### config.mk
export PLATFORM = sky130hd
export DESIGN_NAME = ring_node
export DESIGN_NICKNAME = d
export VERILOG_FILES = /design/src/verilog/ring_pkg.sv /design/src/verilog/l1_data_array.sv /design/src/verilog/ring_tag_stage.sv /design/src/verilog/ring_read_stage.sv /design/src/verilog/ring_update_stage.sv /design/src/verilog/ring_node.sv
export SDC_FILE = /design/constraint.sdc
export NUM_CORES = 1
export LEC_CHECK = 0
export BUFFER_PORTS_ARGS = -buffer_cell sky130_fd_sc_hd__buf_4
export CAP_MARGIN = 30
export CORE_AREA = 2 2 374 376
export DETAILED_ROUTE_END_ITERATION = 8
export DIE_AREA = 0 0 376 378
export SYNTH_ARGS = -nofsm -noshare
export SYNTH_HDL_FRONTEND = slang
export SYNTH_SLANG_ARGS = --single-unit
### constraint.sdc
create_clock -name clk -period 5.3 [get_ports clk]
set_input_delay 0.795 -clock clk [delete_from_list [all_inputs] [get_ports clk]]
set_output_delay 0.795 -clock clk [all_outputs]
set_load 0.01 [all_outputs]
### src/verilog/ring_pkg.sv
/* Ring packet field types, the packet type encoding and the L1 data
   cache geometry shared by every stage of the ring node */

package ring_pkg;

	// Cache geometry: four sets of two ways each
	localparam int num_sets = 4;
	localparam int num_ways = 2;

	// Index widths follow from the geometry
	localparam int set_idx_bits = $clog2(num_sets);
	localparam int way_idx_bits = $clog2(num_ways);

	// A line address counts whole cache lines, so there is no byte offset
	typedef logic [31:0] line_addr_t;

	// One full cache line travels in a single ring packet
	typedef logic [63:0] line_data_t;

	// Node number on the ring
	typedef logic [1:0] core_id_t;

	// The low address bits select the set
	typedef logic [set_idx_bits - 1:0] set_idx_t;

	// Way within a set
	typedef logic [way_idx_bits - 1:0] way_idx_t;

	// Everything above the set index is the tag
	typedef logic [$bits(line_addr_t) - set_idx_bits - 1:0] cache_tag_t;

	// Kinds of packet on the ring
	// An empty slot carries all zero fields, which reads as a request type
	typedef enum logic [1:0]
	{
		PKT_READ_REQ = 2'd0,
		PKT_L2_RESPONSE = 2'd1,
		PKT_L2_WRITEBACK = 2'd2
	} packet_type_t;

endpackage

### src/verilog/l1_data_array.sv
/* L1 data line storage, two ways per set, registered read with
   write-first forwarding */
`timescale 1ns/100ps

module l1_data_array
	(input logic clk,

	// Read port, data valid the cycle after the address
	input ring_pkg::set_idx_t read_set,
	input ring_pkg::way_idx_t read_way,
	output ring_pkg::line_data_t read_data,

	// Write port
	input logic update_en,
	input ring_pkg::way_idx_t update_way,
	input ring_pkg::set_idx_t update_set,
	input ring_pkg::line_data_t update_data);

	ring_pkg::line_data_t lines[ring_pkg::num_sets][ring_pkg::num_ways];
	logic write_collides;

	// Read and write address the same line in this cycle
	assign write_collides = update_en && update_set == read_set && update_way == read_way;

	always_ff @(posedge clk)
	begin
		if (update_en)
			lines[update_set][update_way] <= update_data;

		// The new data wins over the stored copy on a collision
		if (write_collides)
			read_data <= update_data;
		else
			read_data <= lines[read_set][read_way];
	end

endmodule

### src/verilog/ring_tag_stage.sv
/* Ring stage 1: response decode for this core, tag and valid storage,
   round robin replacement and victim selection */
`timescale 1ns/100ps

module ring_tag_stage
	#(parameter ring_pkg::core_id_t core_id = 0)
	(input logic clk,
	input logic reset,

	// Packet arriving from the previous node
	input logic ring_in_valid,
	input logic ring_in_ack,
	input ring_pkg::packet_type_t ring_in_packet_type,
	input ring_pkg::core_id_t ring_in_dest_core,
	input ring_pkg::line_addr_t ring_in_address,
	input ring_pkg::line_data_t ring_in_data,

	// Packet toward stage 2
	output logic rc1_valid,
	output logic rc1_ack,
	output ring_pkg::packet_type_t rc1_packet_type,
	output ring_pkg::core_id_t rc1_dest_core,
	output ring_pkg::line_addr_t rc1_address,
	output ring_pkg::line_data_t rc1_data,

	// Fill decision that travels along with the packet
	output logic rc1_fill_en,
	output ring_pkg::way_idx_t rc1_fill_way,
	output logic rc1_need_writeback,
	output ring_pkg::line_addr_t rc1_evicted_addr);

	ring_pkg::cache_tag_t tags[ring_pkg::num_sets][ring_pkg::num_ways];
	logic [ring_pkg::num_ways - 1:0] valid_bits[ring_pkg::num_sets];
	logic [ring_pkg::num_sets - 1:0] replace_bits;
	logic response_for_me;
	ring_pkg::set_idx_t in_set;
	ring_pkg::cache_tag_t in_tag;
	ring_pkg::way_idx_t victim_way;

	// The only place where a response for this core is recognized
	assign response_for_me = ring_in_valid && ring_in_ack && ring_in_dest_core == core_id
		&& ring_in_packet_type == ring_pkg::PKT_L2_RESPONSE;

	// Split the incoming line address into set and tag
	assign in_set = ring_in_address[ring_pkg::set_idx_bits - 1:0];
	assign in_tag = ring_in_address[$bits(ring_pkg::line_addr_t) - 1:ring_pkg::set_idx_bits];

	// The replacement bit of the set names the way that gets the fill
	assign victim_way = ring_pkg::way_idx_t'(replace_bits[in_set]);

	// Control state: valid bits, replacement bits and the fill flags
	// Updated on the same edge that registers rc1, so the next packet sees it
	always_ff @(posedge clk, posedge reset)
	begin
		if (reset)
		begin
			for (int set = 0; set < ring_pkg::num_sets; set++)
				valid_bits[set] <= '0;

			replace_bits <= '0;
			rc1_valid <= 1'b0;
			rc1_fill_en <= 1'b0;
			rc1_need_writeback <= 1'b0;
		end
		else
		begin
			rc1_valid <= ring_in_valid;
			rc1_fill_en <= response_for_me;

			// A valid victim always goes back out, since dirty state is not kept
			rc1_need_writeback <= response_for_me && valid_bits[in_set][victim_way];
			if (response_for_me)
			begin
				valid_bits[in_set][victim_way] <= 1'b1;
				replace_bits[in_set] <= !replace_bits[in_set];
			end
		end
	end

	// Tag storage and packet payload
	always_ff @(posedge clk)
	begin
		if (response_for_me)
			tags[in_set][victim_way] <= in_tag;

		rc1_ack <= ring_in_ack;
		rc1_packet_type <= ring_in_packet_type;
		rc1_dest_core <= ring_in_dest_core;
		rc1_address <= ring_in_address;
		rc1_data <= ring_in_data;
		rc1_fill_way <= victim_way;

		// Old tag joined with the set gives the line address of the victim
		rc1_evicted_addr <= {tags[in_set][victim_way], in_set};
	end

endmodule

### src/verilog/ring_read_stage.sv
/* Ring stage 2: packet register and victim line read request */
`timescale 1ns/100ps

module ring_read_stage
	(input logic clk,
	input logic reset,

	// Packet and fill decision from stage 1
	input logic rc1_valid,
	input logic rc1_ack,
	input ring_pkg::packet_type_t rc1_packet_type,
	input ring_pkg::core_id_t rc1_dest_core,
	input ring_pkg::line_addr_t rc1_address,
	input ring_pkg::line_data_t rc1_data,
	input logic rc1_fill_en,
	input ring_pkg::way_idx_t rc1_fill_way,
	input logic rc1_need_writeback,
	input ring_pkg::line_addr_t rc1_evicted_addr,

	// Same information one cycle later, toward stage 3
	output logic rc2_valid,
	output logic rc2_ack,
	output ring_pkg::packet_type_t rc2_packet_type,
	output ring_pkg::core_id_t rc2_dest_core,
	output ring_pkg::line_addr_t rc2_address,
	output ring_pkg::line_data_t rc2_data,
	output logic rc2_fill_en,
	output ring_pkg::way_idx_t rc2_fill_way,
	output logic rc2_need_writeback,
	output ring_pkg::line_addr_t rc2_evicted_addr,

	// Victim read address to the data array
	output ring_pkg::set_idx_t read_set,
	output ring_pkg::way_idx_t read_way);

	// The old line is read now so it is ready when stage 3 builds the writeback
	// The read is issued for every packet and only used when a writeback is due
	assign read_set = rc1_address[ring_pkg::set_idx_bits - 1:0];
	assign read_way = rc1_fill_way;

	always_ff @(posedge clk, posedge reset)
	begin
		if (reset)
		begin
			rc2_valid <= 1'b0;
			rc2_fill_en <= 1'b0;
			rc2_need_writeback <= 1'b0;
		end
		else
		begin
			rc2_valid <= rc1_valid;
			rc2_fill_en <= rc1_fill_en;
			rc2_need_writeback <= rc1_need_writeback;
		end
	end

	// Payload fields move along without reset
	always_ff @(posedge clk)
	begin
		rc2_ack <= rc1_ack;
		rc2_packet_type <= rc1_packet_type;
		rc2_dest_core <= rc1_dest_core;
		rc2_address <= rc1_address;
		rc2_data <= rc1_data;
		rc2_fill_way <= rc1_fill_way;
		rc2_evicted_addr <= rc1_evicted_addr;
	end

endmodule

### src/verilog/ring_update_stage.sv
/* Ring stage 3: fill write into the data array and selection of the
   outgoing packet (forward, empty slot or writeback) */
`timescale 1ns/100ps

module ring_update_stage
	(input logic clk,
	input logic reset,

	// Packet and fill decision from stage 2
	input logic rc2_valid,
	input logic rc2_ack,
	input ring_pkg::packet_type_t rc2_packet_type,
	input ring_pkg::core_id_t rc2_dest_core,
	input ring_pkg::line_addr_t rc2_address,
	input ring_pkg::line_data_t rc2_data,
	input logic rc2_fill_en,
	input ring_pkg::way_idx_t rc2_fill_way,
	input logic rc2_need_writeback,
	input ring_pkg::line_addr_t rc2_evicted_addr,

	// Old line contents read during stage 2
	input ring_pkg::line_data_t read_data,

	// Write port of the data array
	output logic update_en,
	output ring_pkg::way_idx_t update_way,
	output ring_pkg::set_idx_t update_set,
	output ring_pkg::line_data_t update_data,

	// Packet to the next node
	output logic ring_out_valid,
	output logic ring_out_ack,
	output ring_pkg::packet_type_t ring_out_packet_type,
	output ring_pkg::core_id_t ring_out_dest_core,
	output ring_pkg::line_addr_t ring_out_address,
	output ring_pkg::line_data_t ring_out_data);

	logic out_valid_nxt;
	logic out_ack_nxt;
	ring_pkg::packet_type_t out_packet_type_nxt;
	ring_pkg::core_id_t out_dest_core_nxt;
	ring_pkg::line_addr_t out_address_nxt;
	ring_pkg::line_data_t out_data_nxt;

	// The fill is written at the end of this cycle, after stage 2 has
	// already captured the victim contents
	assign update_en = rc2_fill_en;
	assign update_way = rc2_fill_way;
	assign update_set = rc2_address[ring_pkg::set_idx_bits - 1:0];
	assign update_data = rc2_data;

	always_comb
	begin
		if (rc2_need_writeback)
		begin
			// The evicted line takes the slot of the consumed response
			out_valid_nxt = 1'b1;
			out_ack_nxt = 1'b0;
			out_packet_type_nxt = ring_pkg::PKT_L2_WRITEBACK;
			out_dest_core_nxt = '0;
			out_address_nxt = rc2_evicted_addr;
			out_data_nxt = read_data;
		end
		else if (rc2_fill_en)
		begin
			// Response consumed with nothing to push out
			// Leave an empty slot so other nodes get a turn
			out_valid_nxt = 1'b0;
			out_ack_nxt = 1'b0;
			out_packet_type_nxt = ring_pkg::PKT_READ_REQ;
			out_dest_core_nxt = '0;
			out_address_nxt = '0;
			out_data_nxt = '0;
		end
		else
		begin
			// Not ours, pass it on untouched
			out_valid_nxt = rc2_valid;
			out_ack_nxt = rc2_ack;
			out_packet_type_nxt = rc2_packet_type;
			out_dest_core_nxt = rc2_dest_core;
			out_address_nxt = rc2_address;
			out_data_nxt = rc2_data;
		end
	end

	always_ff @(posedge clk, posedge reset)
	begin
		if (reset)
		begin
			ring_out_valid <= 1'b0;
			ring_out_ack <= 1'b0;
			ring_out_packet_type <= ring_pkg::PKT_READ_REQ;
			ring_out_dest_core <= '0;
			ring_out_address <= '0;
			ring_out_data <= '0;
		end
		else
		begin
			ring_out_valid <= out_valid_nxt;
			ring_out_ack <= out_ack_nxt;
			ring_out_packet_type <= out_packet_type_nxt;
			ring_out_dest_core <= out_dest_core_nxt;
			ring_out_address <= out_address_nxt;
			ring_out_data <= out_data_nxt;
		end
	end

endmodule

### src/verilog/ring_node.sv
/* Ring node top: three stage fill pipeline around the L1 data array */
`timescale 1ns/100ps

module ring_node
	#(parameter ring_pkg::core_id_t core_id = 0)
	(input logic clk,
	input logic reset,

	// From the previous node
	input logic ring_in_valid,
	input logic ring_in_ack,
	input ring_pkg::packet_type_t ring_in_packet_type,
	input ring_pkg::core_id_t ring_in_dest_core,
	input ring_pkg::line_addr_t ring_in_address,
	input ring_pkg::line_data_t ring_in_data,

	// To the next node, three cycles later
	output logic ring_out_valid,
	output logic ring_out_ack,
	output ring_pkg::packet_type_t ring_out_packet_type,
	output ring_pkg::core_id_t ring_out_dest_core,
	output ring_pkg::line_addr_t ring_out_address,
	output ring_pkg::line_data_t ring_out_data);

	logic rc1_valid;
	logic rc1_ack;
	ring_pkg::packet_type_t rc1_packet_type;
	ring_pkg::core_id_t rc1_dest_core;
	ring_pkg::line_addr_t rc1_address;
	ring_pkg::line_data_t rc1_data;
	logic rc1_fill_en;
	ring_pkg::way_idx_t rc1_fill_way;
	logic rc1_need_writeback;
	ring_pkg::line_addr_t rc1_evicted_addr;
	logic rc2_valid;
	logic rc2_ack;
	ring_pkg::packet_type_t rc2_packet_type;
	ring_pkg::core_id_t rc2_dest_core;
	ring_pkg::line_addr_t rc2_address;
	ring_pkg::line_data_t rc2_data;
	logic rc2_fill_en;
	ring_pkg::way_idx_t rc2_fill_way;
	logic rc2_need_writeback;
	ring_pkg::line_addr_t rc2_evicted_addr;
	ring_pkg::set_idx_t read_set;
	ring_pkg::way_idx_t read_way;
	ring_pkg::line_data_t read_data;
	logic update_en;
	ring_pkg::way_idx_t update_way;
	ring_pkg::set_idx_t update_set;
	ring_pkg::line_data_t update_data;

	// Stage 1 decides on the fill and keeps the tags
	ring_tag_stage #(.core_id(core_id)) u_tag_stage(.*);

	// Stage 2 holds the packet while the victim line is read
	ring_read_stage u_read_stage(.*);

	l1_data_array u_data_array(.*);

	// Stage 3 writes the fill and drives the ring
	ring_update_stage u_update_stage(.*);

endmodule

==> flow_summary.json <==
{
  "outcome": "finished clean",
  "dieHeight_um": 378,
  "leakagePower_nw": 16.7,
  "synth.area.top_cells": "edfxtp_1 (57%), dfxtp_1 (16%), mux4_2 (11%)",
  "m1WireLength_mm": 38.6,
  "critPathCaptureType": "flip-flop",
  "hold_class": "in2async",
  "place.detailed.hpwl_mm": 48.3,
  "cp_cell_sequence": "buf_4, nor4b_1, buf_4, nand4b_1, nor2_4, buf_4",
  "initial_core_util": 0.288,
  "cts_buffer_depth": 3,
  "crit_path_max_fanout": 21,
  "syn_nets": 1893,
  "routed_wl_mm": 88.8,
  "layout_common_cells": "edfxtp_1 (752), dfxtp_1 (325), buf_4 (221)",
  "slew-limit-headroom": 0.376,
  "max_stage_delay_ns": 0.77,
  "gp_congestion": 0.703,
  "antenna_left": 0,
  "placementRows": 137,
  "antenna_found_initial": 7,
  "setup_viol": 0,
  "period_share": 0.512,
  "grt_usage": 0.125,
  "core-area_sq_um": 139000,
  "rsz0062_at_grt": "no",
  "fp.dieArea_sq_um": 142000,
  "crit_arrival_ns": 3.14,
  "post_cts_buffers": 0,
  "postCtsResizedCells": 0,
  "final_common_cell": "edfxtp_1",
  "area_growth_pct": 20.6,
  "yosys.area.top_type": "edfxtp_1",
  "top_layer": "met5",
  "power_density_nw_per_um2": 415,
  "placed_cells": 3752,
  "clkTransAtPathRegs_ns": 0.06,
  "grt_pass1_wl_mm": 131,
  "hold_violations": 0,
  "yosysSeqAreaShare": 0.807,
  "worst_pin_slew_ns": 0.936,
  "drv_cap": 0,
  "post_drt_via_cell_ratio": 4.51,
  "yosys_register_bits": 1200,
  "numCtsBuffers": 118,
  "synthCells": 1789,
  "critPathBufInv": 3,
  "cp_common_cell": "buf_4",
  "synth_area_per_cell_sq_um": 22.3,
  "cts_tree": "yes",
  "worstSetupStartpointType": "input pin",
  "grt_overflow": 0,
  "drc_errors": 0,
  "cts_sinks": 1200,
  "worst_hold_slack_ns": 0.114,
  "pin_count": 206,
  "ir_drop_uv": 307,
  "die_w_um": 376,
  "vias": 17900,
  "slowest_stage": "nor2_4",
  "portBuffers": 205,
  "cp.required_ns": 5.72,
  "fin_nets": 2169,
  "synth_cell_types": 26,
  "wl_per_cell_um": 22.3,
  "ys_warn_count": 0,
  "crit_family": "simple AND/OR/NAND/NOR gates",
  "cts_root_buffer": "clkbuf_16",
  "skew_ns": 0.0583,
  "tns_ns": 0,
  "stdcell_count": 3979,
  "cts_hold_buf": 0,
  "maxSlewViolCount": 0,
  "fill_cells": 12900,
  "clkLatencyLatePin_ns": 0.75,
  "layout-drive-gt1-share": 0.372,
  "grt_max_degree": 96,
  "fmax_mhz": 368,
  "drtIter0Drc": 1205,
  "synthesis.area_sq_um": 39900,
  "min_period_ns": 2.71,
  "synth.top_cell.area_share": 0.567,
  "grt_pass1_vias": 19700,
  "h-tree-depth": 3,
  "wl_met2_mm": 43.6,
  "crit_type": "in2reg",
  "finalPower_mw": 19.9,
  "dr.pass1.iters": 5,
  "fin_util": 0.347,
  "wl_met3_mm": 4.52
}
metrics by stage:
step / area (sq um) / worst slack, ns
global route: 48100 / 2.38
finish: 48100 / 2.59
floorplan: 39900 / 1.32
detailed placement: 43900 / 1.59
global placement: 43700 / 1.66
CTS: 48100 / 2.40
power breakdown:
part	internal (mW)	total, mW	switching (mW)
Sequential	10.2	10.4	0.230
Combinational	0.450	0.788	0.338
Clock	5.08	8.72	3.63
area by class of cell:
class	count	area [sq um]	area share
diodes	1	2.50	0.0000521
clock buffers	164	3410	0.0710
clock inverters	62	754	0.0157
inverters	6	27.5	0.000573
multi-input cells	501	7400	0.154
flip-flops and latches	1200	32200	0.669
well taps	1807	2260	0.0470
repair buffers	238	2040	0.0424
cell usage after synthesis:
master	count
dfrtp_1	120
nor2b_1	1
o21ai_0	1
nand2_1	3
and2_1	8
nor2_1	15
edfxtp_1	752
dfxtp_1	328
a22o_1	93
o21bai_1	8
nand2b_1	5
nand4bb_1	1
mux2i_1	1
nand4b_1	2
xnor2_1	7
inv_1	6
nor4b_1	1
buf_2	13
nand4_1	2
mux4_2	191
mux2_2	158
buf_1	11
nor3_1	2
buf_6	13
a21o_1	2
clkbuf_1	45
flip-flops by register name, summed over array words and instances (netlist names), 4 cells and up:
register,count
u_tag_stage.rc1_evicted_addr,30
u_update_stage.ring_out_address,32
u_tag_stage.rc1_data,64
u_update_stage.ring_out_data,64
u_tag_stage.tags,240
u_read_stage.rc2_data,64
u_data_array.lines,512
u_read_stage.rc2_address,30
u_read_stage.rc2_evicted_addr,32
u_tag_stage.rc1_address,32
u_tag_stage.valid_bits,8
u_tag_stage.replace_bits,4
u_data_array.read_data,64
worst paths after layout:
| kind | from | to | slack [ns] | depth (start not counted) |
|---|---|---|---|---|
| worst min register to register | u_tag_stage.rc1_data[56] | u_read_stage.rc2_data[56] | 0.29 | 0 |
| min in group clk | ring_in_data[28] | u_tag_stage.rc1_data[28] | 0.15 | 1 |
| worst max register to register | u_tag_stage.rc1_address[0] | u_data_array.read_data[8] | 2.77 | 5 |
| worst max-delay path | ring_in_dest_core[1] | u_tag_stage.tags[2][49] | 2.59 | 6 |
| worst min-delay path | reset | u_update_stage.ring_out_address[16] | 0.11 | 2 |
| max in group asynchronous | reset | u_update_stage.ring_out_data[25] | 4.23 | 3 |
cell families (layout without fill, tap and decap cells):
family	count (synthesis)	count (layout)	share of synthesized area
xor+xnor	7	7	0.00154
flops	1200	1200	0.807
mux	350	350	0.153
simple gates	40	40	0.00540
buf+inv	88	470	0.0111
other cells	0	1	0
compound gates	104	104	0.0224
per-layer routing:
| layer | up-vias | global-route usage |
|---|---|---|
| met3 | 143 | 0.0273 |
| li1 | 7702 | - |
| met4 | 6 | 0.0372 |
| met1 | 9614 | 0.163 |
| met5 | - | 0 |
| met2 | 481 | 0.209 |
worst reg2reg max path, stage by stage, from the launching register on:
cell,delay [ns]
dfxtp_4,0.46
buf_16,0.30
buf_4,0.52
mux4_2,0.60
mux2_2,0.27
mux2_2,0.26
Power figures use the tool's default switching activity.
